<file path="src/clic_pkg.sv">
/*
 * CLIC shared definitions
 * Privilege and register-map encodings, per-source configuration,
 * candidate interrupt, status and hypervisor control structs.
 */
package clic_pkg;

  // --------------------------------------------------
  // Widths
  // --------------------------------------------------
  localparam int unsigned XLEN    = 32;  // Cause width
  localparam int unsigned ID_W    = 16;  // Id field in candidate and cause
  localparam int unsigned LVL_W   = 8;   // Interrupt level
  localparam int unsigned VSID_W  = 6;   // Guest id, indexes hgeie
  localparam int unsigned ADDR_W  = 8;   // APB byte address
  localparam int unsigned APB_DW  = 32;  // APB data

  // Hart privilege, RISC-V encoding
  typedef enum logic [1:0] {
    PRIV_U = 2'b00,
    PRIV_S = 2'b01,
    PRIV_M = 2'b11
  } priv_lvl_e;

  // Register map, word offsets
  typedef enum logic [ADDR_W-3:0] {
    REG_SRC_CFG = 6'd0,  // Config of selected source
    REG_SRC_SEL = 6'd1   // Source index for REG_SRC_CFG
  } clic_reg_e;

  // Per-source configuration, 24 bits, ie in bit 0
  typedef struct packed {
    logic [4:0]        spare;
    logic [VSID_W-1:0] vsid;
    logic              v;          // Delegated to a guest
    priv_lvl_e         priv;
    logic [LVL_W-1:0]  level;
    logic              trig_edge;  // 1 edge, 0 level
    logic              ie;
  } src_cfg_t;

  localparam int unsigned CFG_W = $bits(src_cfg_t);

  // Candidate from arbiter to hart controller
  typedef struct packed {
    logic              valid;
    logic [ID_W-1:0]   id;
    logic [LVL_W-1:0]  level;
    priv_lvl_e         priv;
    logic              v;
    logic [VSID_W-1:0] vsid;
  } clic_irq_t;

  // Interrupt status, mil on top
  typedef struct packed {
    logic [LVL_W-1:0] mil;
    logic [LVL_W-1:0] sil;
    logic [LVL_W-1:0] vsil;
  } intstatus_t;

  // S-mode and hypervisor enables
  typedef struct packed {
    logic              sie;
    logic              sgeie;
    logic [VSID_W-1:0] vgein;  // Running guest
    logic [63:0]       hgeie;
  } irq_ctrl_t;

endpackage

</file>
<file path="src/clic_apb_regs.sv">
/*
 * CLIC configuration registers
 * Zero-wait APB slave, indirect access to per-source config
 * through a source-select register.
 */
`timescale 1ns/1ps

module clic_apb_regs #(
  parameter int unsigned NumSrc = 8
) (
  input  logic                             clk_i,
  input  logic                             rst_ni,
  // APB slave
  input  logic                             psel_i,
  input  logic                             penable_i,
  input  logic                             pwrite_i,
  input  logic [clic_pkg::ADDR_W-1:0]      paddr_i,
  input  logic [clic_pkg::APB_DW-1:0]      pwdata_i,
  output logic [clic_pkg::APB_DW-1:0]      prdata_o,
  output logic                             pready_o,
  // To gateways and arbiter
  output clic_pkg::src_cfg_t [NumSrc-1:0]  cfg_o
);

  localparam int unsigned SelW = $clog2(NumSrc);

  clic_pkg::clic_reg_e                reg_addr;
  logic                               wr_en;
  logic                               sel_ok;    // Select in range
  logic [SelW-1:0]                    sel_q;
  clic_pkg::src_cfg_t [NumSrc-1:0]    cfg_q;

  // --------------------------------------------------
  // Decode
  // --------------------------------------------------
  assign reg_addr = clic_pkg::clic_reg_e'(paddr_i[clic_pkg::ADDR_W-1:2]);  // Word offset
  assign wr_en    = psel_i & penable_i & pwrite_i;  // Access phase only
  assign sel_ok   = (pwdata_i < NumSrc);
  assign pready_o = 1'b1;                           // No wait states

  // Source select
  always_ff @(posedge clk_i or negedge rst_ni) begin
    if (!rst_ni) begin
      sel_q <= '0;
    end else if (wr_en && (reg_addr == clic_pkg::REG_SRC_SEL) && sel_ok) begin
      sel_q <= pwdata_i[SelW-1:0];  // Out-of-range selects dropped
    end
  end

  // Config array, cleared so every source starts disabled
  always_ff @(posedge clk_i or negedge rst_ni) begin
    if (!rst_ni) begin
      cfg_q <= '0;
    end else if (wr_en && (reg_addr == clic_pkg::REG_SRC_CFG)) begin
      cfg_q[sel_q] <= clic_pkg::src_cfg_t'(pwdata_i[clic_pkg::CFG_W-1:0]);
    end
  end

  assign cfg_o = cfg_q;

  // --------------------------------------------------
  // Read-back
  // --------------------------------------------------
  // Combinational, valid through setup and access
  always_comb begin
    prdata_o = '0;
    if (psel_i && !pwrite_i) begin
      case (reg_addr)
        clic_pkg::REG_SRC_CFG: prdata_o[clic_pkg::CFG_W-1:0] = cfg_q[sel_q];
        clic_pkg::REG_SRC_SEL: prdata_o[SelW-1:0]            = sel_q;
        default:               prdata_o                      = '0;  // Unmapped reads 0
      endcase
    end
  end

endmodule

</file>
<file path="src/clic_gateway.sv">
/*
 * CLIC gateways
 * Per-source pending latches, level or edge triggered,
 * cleared by the arbiter's claim.
 */
`timescale 1ns/1ps

module clic_gateway #(
  parameter int unsigned NumSrc = 8
) (
  input  logic                            clk_i,
  input  logic                            rst_ni,
  input  logic [NumSrc-1:0]               src_i,
  input  clic_pkg::src_cfg_t [NumSrc-1:0] cfg_i,
  input  logic [NumSrc-1:0]               claim_i,    // One-hot, from arbiter
  output logic [NumSrc-1:0]               pending_o
);

  logic [NumSrc-1:0] src_q;      // Previous input, for edge detect
  logic [NumSrc-1:0] src_rise;
  logic [NumSrc-1:0] pending_d;
  logic [NumSrc-1:0] pending_q;

  assign src_rise = src_i & ~src_q;

  always_comb begin
    for (int i = 0; i < NumSrc; i++) begin
      if (!cfg_i[i].ie) begin
        pending_d[i] = 1'b0;                                  // Disabled, never pending
      end else if (cfg_i[i].trig_edge) begin
        pending_d[i] = src_rise[i] | (pending_q[i] & ~claim_i[i]);  // New edge beats claim
      end else begin
        pending_d[i] = src_i[i] & ~claim_i[i];                // Level, claim masks one cycle
      end
    end
  end

  always_ff @(posedge clk_i or negedge rst_ni) begin
    if (!rst_ni) begin
      src_q     <= '0;
      pending_q <= '0;
    end else begin
      src_q     <= src_i;
      pending_q <= pending_d;
    end
  end

  assign pending_o = pending_q;

endmodule

</file>
<file path="src/clic_arbiter.sv">
/*
 * CLIC arbiter
 * Scans for the highest pending level, lowest id on a tie,
 * holds the offer until ack or kill, requests kill on preemption.
 */
`timescale 1ns/1ps

module clic_arbiter #(
  parameter int unsigned NumSrc = 8
) (
  input  logic                            clk_i,
  input  logic                            rst_ni,
  input  logic [NumSrc-1:0]               pending_i,
  input  clic_pkg::src_cfg_t [NumSrc-1:0] cfg_i,
  input  logic                            ready_i,     // Hart took the interrupt
  input  logic                            kill_ack_i,
  output clic_pkg::clic_irq_t             cand_o,
  output logic [NumSrc-1:0]               claim_o,
  output logic                            kill_req_o
);

  localparam int unsigned IdxW = $clog2(NumSrc);

  logic                         best_found;
  logic [IdxW-1:0]              best_idx;
  logic [clic_pkg::LVL_W-1:0]   best_level;
  clic_pkg::clic_irq_t          best_irq;
  logic                         cand_valid_q;
  clic_pkg::clic_irq_t          cand_q;       // Payload, valid field unused

  // --------------------------------------------------
  // Max-level scan
  // --------------------------------------------------
  always_comb begin
    best_found = 1'b0;
    best_idx   = '0;
    best_level = '0;
    for (int i = 0; i < NumSrc; i++) begin
      // Strict compare keeps lower id on tie
      if (pending_i[i] && cfg_i[i].ie && (!best_found || (cfg_i[i].level > best_level))) begin
        best_found = 1'b1;
        best_idx   = IdxW'(i);
        best_level = cfg_i[i].level;
      end
    end
  end

  always_comb begin
    best_irq.valid = best_found;
    best_irq.id    = clic_pkg::ID_W'(best_idx);
    best_irq.level = best_level;
    best_irq.priv  = cfg_i[best_idx].priv;
    best_irq.v     = cfg_i[best_idx].v;
    best_irq.vsid  = cfg_i[best_idx].vsid;
  end

  // --------------------------------------------------
  // Offer register
  // --------------------------------------------------
  always_ff @(posedge clk_i or negedge rst_ni) begin
    if (!rst_ni) begin
      cand_valid_q <= 1'b0;
    end else if (cand_valid_q) begin
      if (ready_i || kill_ack_i) begin
        cand_valid_q <= 1'b0;  // One idle cycle before re-offer
      end
    end else begin
      cand_valid_q <= best_found;
    end
  end

  // Load only while idle, held stable otherwise
  always_ff @(posedge clk_i) begin
    if (!cand_valid_q) begin
      cand_q <= best_irq;
    end
  end

  always_comb begin
    cand_o       = cand_q;
    cand_o.valid = cand_valid_q;
  end

  // Claim pulse back to gateway of taken source
  always_comb begin
    for (int i = 0; i < NumSrc; i++) begin
      claim_o[i] = ready_i & cand_valid_q & (cand_q.id == clic_pkg::ID_W'(i));
    end
  end

  // Preempt only for strictly higher level
  assign kill_req_o = cand_valid_q & best_found & (best_level > cand_q.level);

endmodule

</file>
<file path="src/clic_hart_ctrl.sv">
/*
 * CLIC hart-side controller
 * Filters the candidate on privilege, virtualization and thresholds,
 * packs the trap cause and gates kill against an in-flight interrupt.
 */
`timescale 1ns/1ps

module clic_hart_ctrl #(
  parameter int unsigned NumSrc = 8
) (
  input  logic                          clk_i,
  input  logic                          rst_ni,
  // Hart state
  input  clic_pkg::priv_lvl_e           priv_lvl_i,
  input  logic                          v_i,             // Hart runs virtualized
  input  clic_pkg::irq_ctrl_t           irq_ctrl_i,
  input  logic [clic_pkg::LVL_W-1:0]    mintthresh_i,
  input  logic [clic_pkg::LVL_W-1:0]    sintthresh_i,
  input  logic [clic_pkg::LVL_W-1:0]    vsintthresh_i,
  input  clic_pkg::intstatus_t          mintstatus_i,
  // Arbiter side
  input  clic_pkg::clic_irq_t           cand_i,
  input  logic                          ready_i,         // Hart ack
  input  logic                          kill_req_i,
  output logic                          kill_ack_o,
  // To hart
  output logic                          irq_req_o,
  output clic_pkg::priv_lvl_e           irq_priv_o,
  output logic                          irq_v_o,
  output logic [clic_pkg::XLEN-1:0]     irq_cause_o
);

  localparam int unsigned IdxW = $clog2(NumSrc);

  logic [clic_pkg::LVL_W-1:0] mth;   // Effective thresholds
  logic [clic_pkg::LVL_W-1:0] sth;
  logic [clic_pkg::LVL_W-1:0] vsth;
  logic                       inflight_d;
  logic                       inflight_q;

  function automatic logic [clic_pkg::LVL_W-1:0] lvl_max(
    input logic [clic_pkg::LVL_W-1:0] a,
    input logic [clic_pkg::LVL_W-1:0] b
  );
    return (a > b) ? a : b;
  endfunction

  // --------------------------------------------------
  // Acceptance filter
  // --------------------------------------------------
  // Running level counts as threshold too
  assign mth  = lvl_max(mintthresh_i, mintstatus_i.mil);
  assign sth  = lvl_max(sintthresh_i, mintstatus_i.sil);
  assign vsth = lvl_max(vsintthresh_i, mintstatus_i.vsil);

  always_comb begin
    irq_priv_o = cand_i.priv;
    irq_v_o    = 1'b0;
    irq_req_o  = 1'b0;
    case (priv_lvl_i)
      clic_pkg::PRIV_M: begin
        if (cand_i.priv == clic_pkg::PRIV_M) begin
          irq_req_o = cand_i.valid && (cand_i.level > mth);
        end
      end
      clic_pkg::PRIV_S: begin
        if (cand_i.priv == clic_pkg::PRIV_M) begin
          irq_req_o = cand_i.valid;                        // M always above S
        end else if (cand_i.priv == clic_pkg::PRIV_S) begin
          if (!v_i) begin
            // HS-mode, guest interrupts left waiting
            if (!cand_i.v) begin
              irq_req_o = cand_i.valid && (cand_i.level > sth) && irq_ctrl_i.sie;
            end
          end else if (!cand_i.v) begin
            irq_req_o = cand_i.valid && (cand_i.level > sth);  // Host S, sie implied
          end else if (cand_i.vsid == irq_ctrl_i.vgein) begin
            // For the running guest
            irq_req_o = cand_i.valid && (cand_i.level > vsth) && irq_ctrl_i.sie;
            irq_v_o   = 1'b1;
          end else begin
            // Other guest, route to hypervisor
            irq_req_o = cand_i.valid && irq_ctrl_i.sgeie && irq_ctrl_i.hgeie[cand_i.vsid];
          end
        end
      end
      clic_pkg::PRIV_U: begin
        irq_req_o = cand_i.valid;
        irq_v_o   = cand_i.v;
      end
      default: irq_req_o = 1'b0;
    endcase
  end

  // --------------------------------------------------
  // Cause packer
  // --------------------------------------------------
  assign irq_cause_o = {1'b1,                                                    // Interrupt
                        {(clic_pkg::XLEN - 1 - clic_pkg::LVL_W - clic_pkg::ID_W){1'b0}},
                        cand_i.level,                                            // Bits 23:16
                        {(clic_pkg::ID_W - IdxW){1'b0}},
                        cand_i.id[IdxW-1:0]};

  // --------------------------------------------------
  // Kill control
  // --------------------------------------------------
  // Set on request, held until ack or kill
  assign inflight_d = inflight_q ? ~(ready_i | kill_ack_o) : irq_req_o;
  assign kill_ack_o = kill_req_i & ~inflight_q & ~irq_req_o;  // Safe only when idle

  always_ff @(posedge clk_i or negedge rst_ni) begin
    if (!rst_ni) begin
      inflight_q <= 1'b0;
    end else begin
      inflight_q <= inflight_d;
    end
  end

endmodule

</file>
<file path="src/clic_top.sv">
/*
 * CLIC subsystem top
 * APB config registers, gateways and arbiter feeding the
 * hart-side controller of one hypervisor-capable hart.
 */
`timescale 1ns/1ps

module clic_top #(
  parameter int unsigned NumSrc = 8
) (
  input  logic                          clk_i,
  input  logic                          rst_ni,
  // APB
  input  logic                          psel_i,
  input  logic                          penable_i,
  input  logic                          pwrite_i,
  input  logic [clic_pkg::ADDR_W-1:0]   paddr_i,
  input  logic [clic_pkg::APB_DW-1:0]   pwdata_i,
  output logic [clic_pkg::APB_DW-1:0]   prdata_o,
  output logic                          pready_o,
  // Interrupt sources
  input  logic [NumSrc-1:0]             src_i,
  // Hart state, from CSR file
  input  clic_pkg::priv_lvl_e           priv_lvl_i,
  input  logic                          v_i,
  input  clic_pkg::irq_ctrl_t           irq_ctrl_i,
  input  logic [clic_pkg::LVL_W-1:0]    mintthresh_i,
  input  logic [clic_pkg::LVL_W-1:0]    sintthresh_i,
  input  logic [clic_pkg::LVL_W-1:0]    vsintthresh_i,
  input  clic_pkg::intstatus_t          mintstatus_i,
  // Hart side
  output logic                          irq_req_o,
  output clic_pkg::priv_lvl_e           irq_priv_o,
  output logic                          irq_v_o,
  output logic [clic_pkg::XLEN-1:0]     irq_cause_o,
  input  logic                          irq_ack_i
);

  clic_pkg::src_cfg_t [NumSrc-1:0] cfg;
  logic [NumSrc-1:0]               pending;
  logic [NumSrc-1:0]               claim;
  clic_pkg::clic_irq_t             cand;
  logic                            kill_req;
  logic                            kill_ack;

  clic_apb_regs #(.NumSrc(NumSrc)) regs_i (
    .clk_i, .rst_ni,
    .psel_i, .penable_i, .pwrite_i, .paddr_i, .pwdata_i,
    .prdata_o, .pready_o,
    .cfg_o      (cfg)
  );

  clic_gateway #(.NumSrc(NumSrc)) gw_i (
    .clk_i, .rst_ni,
    .src_i,
    .cfg_i      (cfg),
    .claim_i    (claim),
    .pending_o  (pending)
  );

  clic_arbiter #(.NumSrc(NumSrc)) arb_i (
    .clk_i, .rst_ni,
    .pending_i  (pending),
    .cfg_i      (cfg),
    .ready_i    (irq_ack_i),   // Ack claims the offer
    .kill_ack_i (kill_ack),
    .cand_o     (cand),
    .claim_o    (claim),
    .kill_req_o (kill_req)
  );

  clic_hart_ctrl #(.NumSrc(NumSrc)) ctrl_i (
    .clk_i, .rst_ni,
    .priv_lvl_i, .v_i, .irq_ctrl_i,
    .mintthresh_i, .sintthresh_i, .vsintthresh_i, .mintstatus_i,
    .cand_i     (cand),
    .ready_i    (irq_ack_i),
    .kill_req_i (kill_req),
    .kill_ack_o (kill_ack),
    .irq_req_o, .irq_priv_o, .irq_v_o, .irq_cause_o
  );

endmodule

</file>
<file path="config.mk">
export PLATFORM = sky130hd
export DESIGN_NAME = clic_top
export DESIGN_NICKNAME = d
export VERILOG_FILES = /design/src/clic_pkg.sv /design/src/clic_apb_regs.sv /design/src/clic_gateway.sv /design/src/clic_arbiter.sv /design/src/clic_hart_ctrl.sv /design/src/clic_top.sv
export SDC_FILE = /design/constraint.sdc
export NUM_CORES = 1
export LEC_CHECK = 0
export BUFFER_PORTS_ARGS = -buffer_cell sky130_fd_sc_hd__buf_2
export CAP_MARGIN = 30
export CORE_MARGIN = 5
export CORE_UTILIZATION = 40
export CTS_CLUSTER_SIZE = 12
export DETAILED_ROUTE_END_ITERATION = 8
export GPL_TIMING_DRIVEN = 0
export SLEW_MARGIN = 20
export SYNTH_ARGS = -nofsm -noshare
export SYNTH_HDL_FRONTEND = slang
export SYNTH_SLANG_ARGS = --single-unit
</file>
<file path="constraint.sdc">
create_clock -name clk_i -period 18.7 [get_ports clk_i]
set_input_delay 1.87 -clock clk_i [delete_from_list [all_inputs] [get_ports clk_i]]
set_output_delay 1.87 -clock clk_i [all_outputs]
set_load 0.005 [all_outputs]
</file>
Word-level counts from Yosys, hierarchy flattened. Index checks and enable logic that the tools add are counted. W data, S select, Z words.

Magnitude comparators: 19. Equal/unequal tests: 13. Multiplexer cells: 71. Bitwise gates (word level): 53. Reductions and logical operators: 46.

Operator list (count): $bwmux W192 (1); $bmux W24 S3 (2); $gt A8 B8 Y1 (14); $mux W8 (11); $demux W24 S3 (1); $mux W24 (3); $mux W1 (41); $lt A32 B4 Y1 const B (1); $and A1 B1 Y1 (31); $logic_and A1 B1 Y1 (27); $mux W21 (1); $mux W19 (1); $logic_not A16 Y1 (1); $eq A3 B3 Y1 const B (4); $mux W3 (4); $not A1 Y1 (11); $or A1 B1 Y1 (9); $and A8 B8 Y8 (1); $logic_not A1 Y1 (8); $logic_or A1 B1 Y1 (8); $lt A3 B4 Y1 const B (2); $not A8 Y8 (1); $lt A6 B7 Y1 const B (1); $bmux W1 S6 (1); 13 further kinds (17).

Flip-flop bits (word level): 233. Input port bits: 177. Output and inout port bits: 69. Logic and storage cells: 268.

Longest topological paths before layout. Gate-level depths: netlist of run 1.

Depth in word-level cells: 37. Depth in mapped cells: 77. Gate-level depth less buffers: 70.

By module. From an unflattened synthesis of run 1, not the netlist that was laid out.

Cell total of the unflattened synthesis: 1474. Area, all modules: 15971.6 um^2.

By module, submodules not included: clic_apb_regs (times used 1, cells an instance 605, area each 8604.5 um^2, seq. area each 4879.7 um^2); clic_arbiter (times used 1, cells an instance 534, area each 4267.8 um^2, seq. area each 625.6 um^2); clic_hart_ctrl (times used 1, cells an instance 287, area each 2458.6 um^2, seq. area each 25.0 um^2); clic_gateway (times used 1, cells an instance 48, area each 640.6 um^2, seq. area each 400.4 um^2).

Least setup slack after synthesis of run 1. No wires, ideal clock.

Kind: flip-flop to flip-flop. From: register regs_i.cfg_q (netlist bit regs_i.cfg_o[0]). To: register arb_i.cand_valid_q. Library setup time: 82 ps. Arrival: 14748 ps. Required time: 18618 ps. Setup slack: 3870 ps. Cell stages (with the launch flop): 72. Buffers on the path: 8. Period minus slack after synthesis: 14830 ps. Cell sequence: dfrtp_1 -> and2_0 -> clkbuf_1 -> nand2_1 -> ha_1 -> and4_1 -> nand2_1 -> a21oi_1 -> nor3_1 -> mux2i_1 -> inv_1 -> ha_1 -> nor2b_1 -> o211ai_1 -> a21oi_1 -> o21ai_1 -> mux2i_1 -> ha_1 -> (+36 left out) -> a21boi_0 -> o21bai_1 -> a311o_1 -> clkbuf_1 -> clkbuf_1 -> clkbuf_1 -> a31o_1 -> ha_1 -> nor2b_1 -> o21a_1 -> o21a_1 -> o21a_1 -> o21a_1 -> o21ai_0 -> nand2b_1 -> a21oi_1 -> nor4_1 -> a31oi_1.

RTL lines: start, declared (line clic_apb_regs.sv:31) `clic_pkg::src_cfg_t [NumSrc-1:0] cfg_q;`; start signal, assigned by index (line clic_apb_regs.sv:55) `cfg_q[sel_q] <= clic_pkg::src_cfg_t'(pwdata_i[clic_pkg::CFG_W-1:0]);`; end signal, assigned (line clic_arbiter.sv:68) `cand_valid_q <= best_found;`; end, declared (line clic_arbiter.sv:28) `logic cand_valid_q;`.

==> results of run 1 <==
flip-flops by register name (all words and copies together), names as in the netlist:
| signal | count |
|---|---|
| regs_i.cfg_o | 192 |
| arb_i.cand_o | 20 |
| gw_i.pending_o | 8 |
| gw_i.src_q | 8 |
| regs_i.sel_q | 3 |
| arb_i.cand_valid_q | 1 |
| ctrl_i.inflight_q | 1 |
layer usage:
layer / vias to the layer above / global-route usage [%]
met1: 6606 / 33.7
met3: 131 / 4.73
met4: 4 / 8.82
met2: 669 / 39.5
met5: - / 0
li1: 6030 / -
power by group:
| part | internal (mW) | total (mW) | switching [mW] |
|---|---|---|---|
| clock network | 0.294 | 0.515 | 0.221 |
| registers | 0.516 | 0.522 | 0.00552 |
| logic | 0.0551 | 0.113 | 0.0582 |
through the flow:
| stage | hold slack, ns | util [%] |
|---|---|---|
| 5_1_grt | 0.517 | 47.7 |
| 3_3_place_gp | 0.464 | 45.0 |
| 6_report | 0.479 | 47.7 |
| 3_5_place_dp | 0.471 | 45.4 |
| 4_1_cts | 0.479 | 47.6 |
| 2_1_floorplan | 0.452 | - |
final cells by class:
class,instances,area [um2]
Inverter,70,263
Clock buffer,42,762
Buffer,117,614
Fill cell,3640,20200
Multi-Input combinational cell,1062,8950
Tap cell,518,648
Antenna cell,1,2.50
Sequential cell,233,5930
Clock inverter,7,71.3
Timing Repair Buffer,222,1210
logic make-up after synthesis:
group,count (synthesis),synth area share [%]
other,2,0.0481
xor gates and xnor gates,6,0.337
muxes,271,20.7
adders and majority gates,111,8.90
buffers and inverters,187,5.61
and+or+nand+nor,300,10.3
DFF,233,38.0
AOI/OAI and AO/OA,344,16.1
worst max-delay path, delay by kind of cell (launching register included):
| kind | cells | cell delay [ns] |
|---|---|---|
| multiplexers | 3 | 1.04 |
| AO/OA/AOI/OAI | 32 | 7.06 |
| flip-flops | 1 | 0.48 |
| adder cells (fa/ha/maj) | 8 | 2.17 |
| AND/OR/NAND/NOR | 18 | 3.42 |
| buffers and inverters | 10 | 3.03 |
worst paths after layout:
path	startpoint	depth (start not counted)	end
setup reg to reg	regs_i.cfg_o[0]	71	arb_i.cand_valid_q
min in group asynchronous	rst_ni	1	regs_i.cfg_o[46]
max in group asynchronous	rst_ni	2	regs_i.cfg_o[72]
hold / removal	ctrl_i.inflight_q	1	ctrl_i.inflight_q
hold reg to reg	ctrl_i.inflight_q	1	ctrl_i.inflight_q
setup / recovery	regs_i.cfg_o[0]	71	arb_i.cand_valid_q
layout by cell type, fill, tap and decap left out, drive strengths merged, types with 14 or more instances in the layout:
cell | Yosys | layout
nand2 | 101 | 101
nor4 | 22 | 22
o21ai | 35 | 35
a211oi | 14 | 14
a221oi | 43 | 43
mux4 | 21 | 21
ha | 111 | 111
nor3 | 20 | 20
a22o | 24 | 24
mux2 | 206 | 206
conb | 2 | 30
edfxtp | 20 | 20
a21oi | 41 | 41
a21o | 21 | 21
inv | 70 | 72
a31oi | 33 | 33
o21a | 15 | 15
nor2 | 26 | 26
nand4 | 16 | 16
dfrtp | 213 | 213
and2 | 35 | 35
a22oi | 48 | 48
mux2i | 44 | 44
clkbuf | 64 | 108
buf | 53 | 273
nand3 | 20 | 20
o22ai | 16 | 16
==> impl_metrics.tcl, run 1 <==
set metrics [dict create \
    status "finished clean" \
    finalPower_mw 1.15 \
    crit_slowest_cell "or4_1" \
    syn_inst 1454 \
    p_leak_nw 9.04 \
    clockRootBuffer "clkbuf_16" \
    wire_per_inst_um 24.3 \
    cts.reportedPaths.clkPinSlew_ns 0.06 \
    initial_core_util_pct 40.4 \
    drc_errors 0 \
    yosys_warnings 0 \
    yosysUniqueCellTypes 77 \
    synth_area_leaders "dfrtp_1, mux2_2, ha_1, edfxtp_1, mux4_2" \
    cts_sinks 233 \
    synth_top_cell_by_area "dfrtp_1" \
    cap_violations 0 \
    synth-seq-cells 233 \
    setup_ws_ns 1.36 \
    routed-wl-met2_um 25200 \
    crit_arrival_ns 17.81 \
    fp-row-count 72 \
    drive_gt1_share_pct 32.1 \
    via_count 13400 \
    timing.critical_path.mode_cell "ha_1" \
    crit_fanout 10 \
    async_flop_share_pct 91.4 \
    cp-start-kind "flip-flop" \
    dp_cells 2217 \
    design_area_um2 18500 \
    yosys.area.top_type_share_pct 34.1 \
    synth.avg_cell_area_um2 10.7 \
    slew_viol_final 0 \
    grtUsageTotal_pct 24.7 \
    synthFlopType "dfrtp_1" \
    crit_type "reg -> reg" \
    synth_edf_count 20 \
    drt_iter0_drc 1199 \
    io_buffer_count 207 \
    area_delta_synth_final_pct 18.2 \
    cts_buffers 27 \
    worstMarginPinSlew_ns 1.06 \
    dp_hpwl_um 40900 \
    ios 246 \
    grt_pass1_vias 13500 \
    hold_buffers 0 \
    wl_met3_um 4760 \
    postCtsSetupBuffers 0 \
    cts.repair.resized 0 \
    wl_met1_um 23000 \
    die_x_um 208 \
    fin_crit_ns 17.34 \
    clock_skew_ns 0.0217 \
    hold_violations 0 \
    power_density_nw_per_um2 62.3 \
    wirelength_um 55100 \
    reg2reg_slack_ns 1.36 \
    finalSetupViolCount 0 \
    vdd_drop_max_v 0.0000677 \
    drt-vias-per-instance 5.92 \
    antenna_left 0 \
    nNetsFinal 2021 \
    cts.path.max_buffers 3 \
    cts.htree.levels 1 \
    synth_area_um2 15600 \
    firstDrtPassIters 5 \
    slew_headroom_pct 29.6 \
    clock_latency_ns 0.56 \
    chipHeight_um 208 \
    die-area_um2 43100 \
    cts_tree "done" \
    critPathRequiredTime_ns 19.17 \
    grt_overflow 0 \
    post-route-period-util_pct 92.7 \
    ys_seq_area_share_pct 38.0 \
    cpPeakStageDelay_ns 0.63 \
    dr.max_layer_used "met5" \
    place.gp.congestion 0.914 \
    grt_max_degree 94 \
    synth_most_common_cell "dfrtp_1" \
    max_freq_mhz 57.7 \
    hold_path_class "reg -> reg" \
    place_ws_ns 0.768 \
    fin_setup_tns_ns 0 \
    core_um2 38600 \
    end_kind "flip-flop" \
    netlist_top_cells_count "dfrtp_1, mux2_2, ha_1" \
    finalNonFillerCells 2272 \
    grt_pass1_wl_um 83800 \
    detailed_place.area_um2 17600 \
    antenna_found_initial 3 \
]
Power figures use the tool's default switching activity.
==> inputs of run 2 (changes only) <==
--- a/config.mk
+++ b/config.mk
@@ -12,6 +12,7 @@
 export CTS_CLUSTER_SIZE = 12
 export DETAILED_ROUTE_END_ITERATION = 8
 export GPL_TIMING_DRIVEN = 0
+export PLACE_DENSITY = 0.7
 export SLEW_MARGIN = 20
 export SYNTH_ARGS = -nofsm -noshare
 export SYNTH_HDL_FRONTEND = slang
==> run 2 against run 1 <==
- cell area increased by 0.46%
- register-to-register slack hardly changed
- clock power is 6.2% higher
- sequential share of layout area decreased by 0.15 points
- global-route usage fell by 0.44 points
- clock skew is 0.0073 ns lower
- total power up 2.9%
- fmax about the same
- critical endpoint unchanged
- largest power group is now the clock network
==> impl_metrics.tcl, run 2 (same netlist as run 1, synthesis figures left out) <==
set metrics [dict create \
    grt_pass1_vias 13800 \
    dp_hpwl_um 40400 \
    slew_headroom_pct 26.8 \
    crit_type "reg -> reg" \
    drt-vias-per-instance 6.02 \
    hold_violations 0 \
    finalPower_mw 1.18 \
    holdPathEnd "ctrl_i.inflight_q" \
    max_freq_mhz 57.7 \
    clock_latency_ns 0.56 \
    nNetsFinal 2019 \
    critPathTopFamily "compound AO/OA/AOI/OAI gates" \
    hold_depth 1 \
    fin_setup_tns_ns 0 \
    clock_skew_ns 0.0143 \
    core_um2 38600 \
    crit_arrival_ns 17.81 \
    dp_cells 2215 \
    area_delta_synth_final_pct 18.8 \
    critPathRequiredTime_ns 19.17 \
    cts.reportedPaths.clkPinSlew_ns 0.07 \
    vdd_drop_max_v 0.0000641 \
    wire_per_inst_um 24.1 \
    ios 246 \
    slew_viol_final 0 \
    drc_errors 0 \
    largest_reg_flops 192 \
    cts_sinks 233 \
    finalSetupViolCount 0 \
    fp-row-count 72 \
    rsz0062_at_grt "no" \
    status "finished clean" \
    crit_fanout 10 \
    grt_max_degree 98 \
    cts_tree "done" \
    io_buffer_count 207 \
    grt_pass1_wl_um 82800 \
    cpPeakStageDelay_ns 0.74 \
    final_common_cell "dfrtp_1" \
    wirelength_um 54700 \
    finalNonFillerCells 2273 \
    worstMarginPinSlew_ns 1.10 \
    cap_violations 0 \
    die-area_um2 43100 \
    reg2reg_slack_ns 1.36 \
    num-fill-cells 3522 \
    cts_buffers 28 \
    drt_iter0_drc 1170 \
    timing.critical_path.mode_cell "ha_1" \
    end_kind "flip-flop" \
    layout_common_cells "dfrtp_1, buf_2, mux2_2" \
    crit_slowest_cell "nor3_2" \
    fin_crit_ns 17.34 \
    power_density_nw_per_um2 63.8 \
    cts.htree.levels 1 \
    initial_core_util_pct 40.4 \
    p_leak_nw 9.07 \
    chipHeight_um 208 \
    post-route-period-util_pct 92.7 \
    critPathBufInv 10 \
    die_x_um 208 \
    grtUsageTotal_pct 24.3 \
    hold_buffers 0 \
    antenna_left 0 \
    drive_gt1_share_pct 32.6 \
    cts.path.max_buffers 3 \
    hold_path_class "reg -> reg" \
    grt_overflow 0 \
    rr_worst_depth 70 \
    place.gp.congestion 0.932 \
    hp-start "ctrl_i.inflight_q" \
    via_count 13700 \
    cp-start-kind "flip-flop" \
    timing.rr.start "regs_i.cfg_o[0]" \
    antenna_found_initial 2 \
    clockRootBuffer "clkbuf_16" \
    firstDrtPassIters 7 \
    worstReg2RegEnd "arb_i.cand_valid_q" \
]
## run 2: cell count changes in the layout (fill, tap and decap cells not counted), moves of 2 or more
cell | previous run | this run
clkinvlp_4 | 0 | 2
clkbuf_1 | 75 | 66
buf_6 | 4 | 2
clkbuf_4 | 2 | 0
diode_2 | 1 | 3
clkbuf_8 | 3 | 6
clkinv_2 | 3 | 7
clkbuf_16 | 27 | 29
## run 2: cell type report
class	count	area, um2	share of cell area [%]
flip-flops and latches	233	5930	32.0
multi-input cells	1062	8950	48.3
clock inverters	13	114	0.614
clock buffers	38	820	4.42
well taps	518	648	3.50
plain buffers	117	614	3.31
inverters	70	263	1.42
diodes	3	7.51	0.0405
repair buffers	219	1190	6.42
## run 2: where the power goes
part | internal (mW) | switching (mW)
combinational | 0.0553 | 0.0585
clock | 0.321 | 0.226
sequential | 0.516 | 0.00592
total | 0.893 | 0.290
## run 2: how the worst max path moves through the flow
stage / start / to / slack (ns) / cells after the start
4_1_cts: regs_i.cfg_o[0] / arb_i.cand_valid_q / 0.52 / 70
5_1_grt: regs_i.cfg_o[0] / arb_i.cand_valid_q / 0.06 / 72
3_3_place_gp: regs_i.cfg_o[0] / arb_i.cand_valid_q / 0.48 / 71
3_5_place_dp: regs_i.cfg_o[0] / arb_i.cand_valid_q / 0.57 / 70
2_1_floorplan: regs_i.cfg_o[0] / arb_i.cand_valid_q / 3.87 / 71
6_report: regs_i.cfg_o[0] / arb_i.cand_valid_q / 1.36 / 70
## run 2: per-layer routing
| layer | track usage (%) | vias to the layer above | wire length, um |
|---|---|---|---|
| met5 | 0 | - | 0 |
| met4 | 10.9 | 0 | 2730 |
| met3 | 6.36 | 168 | 5560 |
| met2 | 37.7 | 775 | 24200 |
| met1 | 32.0 | 6699 | 22200 |
| li1 | - | 6035 | - |
## run 2: repair_timing
item	in CTS	in global routing
resized for setup	0	5
hold endpoints to repair	0	0
setup endpoints to repair	0	1
buffers inserted	0	0
## run 2: stage by stage
stage                     cell area, um2  utilization [%]  hold WS [ns]  worst slack (ns)
final                              18500             48.0         0.485              1.36
after global routing               18500             48.0         0.521            0.0636
after CTS                          18500             47.8         0.491             0.522
after detailed placement           17500             45.3         0.484             0.566
after global placement             17400             45.0         0.472             0.477
after floorplan                    15700                -         0.452              3.87
==> inputs of run 3 (changes only) <==
--- a/config.mk
+++ b/config.mk
@@ -16,4 +16,5 @@
 export SLEW_MARGIN = 20
 export SYNTH_ARGS = -nofsm -noshare
 export SYNTH_HDL_FRONTEND = slang
+export SYNTH_HIERARCHICAL = 1
 export SYNTH_SLANG_ARGS = --single-unit
==> run 3 against run 2 <==
- utilization decreased by 0.93 points
- sequential cell count is the same
- largest power group is now registers
- global-route usage is 1.1 points lower
- clock power is 9.7% lower
- clock skew is 0.0038 ns higher
- highest routed layer is now met5
- first-iteration DRC count up 0.60%
- setup slack lost 0.12 ns
==> impl_metrics.tcl, run 3 <==
set metrics [dict create \
    status "finished clean" \
    final_common_cell "buf_2" \
    critPathRequiredTime_ns 19.15 \
    clockRootBuffer "clkbuf_16" \
    dp_hpwl_um 39900 \
    grt_overflow 0 \
    die-area_um2 43800 \
    reg2reg_slack_ns 1.24 \
    critPathTopFamily "compound AO/OA/AOI/OAI gates" \
    max_freq_mhz 57.3 \
    firstDrtPassIters 5 \
    clock_skew_ns 0.0182 \
    io_buffer_count 208 \
    hold_ws_ns 0.498 \
    postCtsSetupBuffers 0 \
    antenna_left 0 \
    antenna_found_initial 2 \
    cts_sinks 233 \
    drt_iter0_drc 1177 \
    clock_latency_ns 0.54 \
    area_delta_synth_final_pct 17.0 \
    hold_depth 1 \
    fin_crit_ns 17.46 \
    finalSetupViolCount 0 \
    grt_pass1_wl_um 80200 \
    syn_inst 1460 \
    grtUsageTotal_pct 23.1 \
    largest_reg_flops 192 \
    synth_area_um2 15900 \
    nNetsFinal 2013 \
    p_leak_nw 9.17 \
    via_count 13400 \
    wire_per_inst_um 23.2 \
    grt_pass1_vias 13300 \
    grt_max_degree 103 \
    cts_tree "done" \
    ios 246 \
    hold_violations 0 \
    vdd_drop_max_v 0.0000581 \
    cp-start-kind "flip-flop" \
    die_x_um 209 \
    initial_core_util_pct 40.2 \
    cts.reportedPaths.clkPinSlew_ns 0.06 \
    seq_area_um2 5930 \
    cts.path.max_buffers 3 \
    holdPathEnd "ctrl_i/inflight_q" \
    end_kind "flip-flop" \
    crit_type "reg -> reg" \
    worstReg2RegEnd "arb_i/cand_valid_q" \
    drt-vias-per-instance 5.90 \
    crit_slowest_cell "dfrtp_1" \
    core_um2 39500 \
    slew_headroom_pct 30.7 \
    cts_buffers 26 \
    hold_path_class "reg -> reg" \
    synth.avg_cell_area_um2 10.9 \
    fin_setup_tns_ns 0 \
    rr_worst_depth 72 \
    cpPeakStageDelay_ns 0.64 \
    slew_viol_final 0 \
    post-route-period-util_pct 93.4 \
    hp-start "ctrl_i/inflight_q" \
    layout_common_cells "buf_2, dfrtp_1, mux2_2" \
    chipHeight_um 209 \
    worstMarginPinSlew_ns 1.04 \
    num-fill-cells 3691 \
    yosys_warnings 6 \
    timing.critical_path.mode_cell "ha_1" \
    timing.rr.start "regs_i/cfg_o[0]" \
    wirelength_um 52600 \
    crit_fanout 14 \
    hold_buffers 0 \
    fp-row-count 73 \
    place.gp.congestion 0.941 \
    cap_violations 0 \
    cts.htree.levels 1 \
    crit_arrival_ns 17.91 \
    drive_gt1_share_pct 34.3 \
    drc_errors 0 \
    rsz0062_at_grt "no" \
    multiInputGateArea_um2 9050 \
    power_density_nw_per_um2 60.1 \
    critPathBufInv 10 \
]
==> run 3: worst reg2reg max path: cells and delay by family, from the launching register on <==
kind | cells | cell delay, ns
multiplexers | 2 | 0.72
AO/OA/AOI/OAI | 32 | 7.14
AND/OR/NAND/NOR | 20 | 3.92
adder cells (fa/ha/maj) | 8 | 2.41
buffers and inverters | 10 | 2.60
flip-flops | 1 | 0.64
==> run 3: how the worst max path moves through the flow <==
stage | start | endpoint | slack (ns) | depth (start not counted)
after floorplan | regs_i/cfg_o[0] | arb_i/cand_valid_q | 4.15 | 71
after global placement | regs_i/cfg_o[0] | arb_i/cand_valid_q | 0.94 | 71
after detailed placement | regs_i/cfg_o[0] | arb_i/cand_valid_q | 0.76 | 71
after CTS | regs_i/cfg_o[0] | arb_i/cand_valid_q | 0.72 | 71
after global routing | regs_i/cfg_o[0] | arb_i/cand_valid_q | 0.005 | 72
final | regs_i/cfg_o[0] | arb_i/cand_valid_q | 1.24 | 72
==> run 3: report_power, final <==
part | switching (mW) | leakage, nW | internal [mW]
combinational | 0.0540 | 5.57 | 0.0486
sequential | 0.00400 | 3.20 | 0.514
clock | 0.209 | 0.401 | 0.284
total | 0.267 | 9.17 | 0.847
==> run 3: metal layers <==
metal	vias up	track usage (%)	part of all wire [%]	wire length (um)
li1	6007	-	-	-
met1	6631	31.8	42	21900
met2	629	38.1	47	24700
met3	96	4.19	9.0	4740
met4	2	5.78	2.5	1320
met5	-	0	0.021	11
==> run 3: timing repair <==
item / CTS / global route
endpoints found under the hold margin: 0 / 0
setup endpoints to repair: 0 / 1
resized for setup: 0 / 3
==> run 3: area by class of cell <==
type	count	share of cell area, %
inverter	82	1.66
sequential	233	32.0
clock buffer	35	3.90
timing repair buffer	211	5.99
tap	525	3.54
antenna	1	0.0135
clock inverter	8	0.458
multi-input combinational	1057	48.8
buffer	114	3.71
==> run 3: stage by stage <==
stage | cells | cell area, um2 | util (%) | total power [mW] | setup slack [ns]
6_report | 2266 | 18600 | 47.0 | 1.11 | 1.24
3_5_place_dp | 2221 | 17700 | 44.9 | 0.630 | 0.759
2_1_floorplan | 1486 | 16000 | - | 0.580 | 4.15
5_1_grt | 2265 | 18600 | 47.0 | 1.15 | 0.00472
4_1_cts | 2264 | 18500 | 47.0 | 1.12 | 0.717
3_3_place_gp | 2219 | 17700 | 44.8 | 0.627 | 0.944
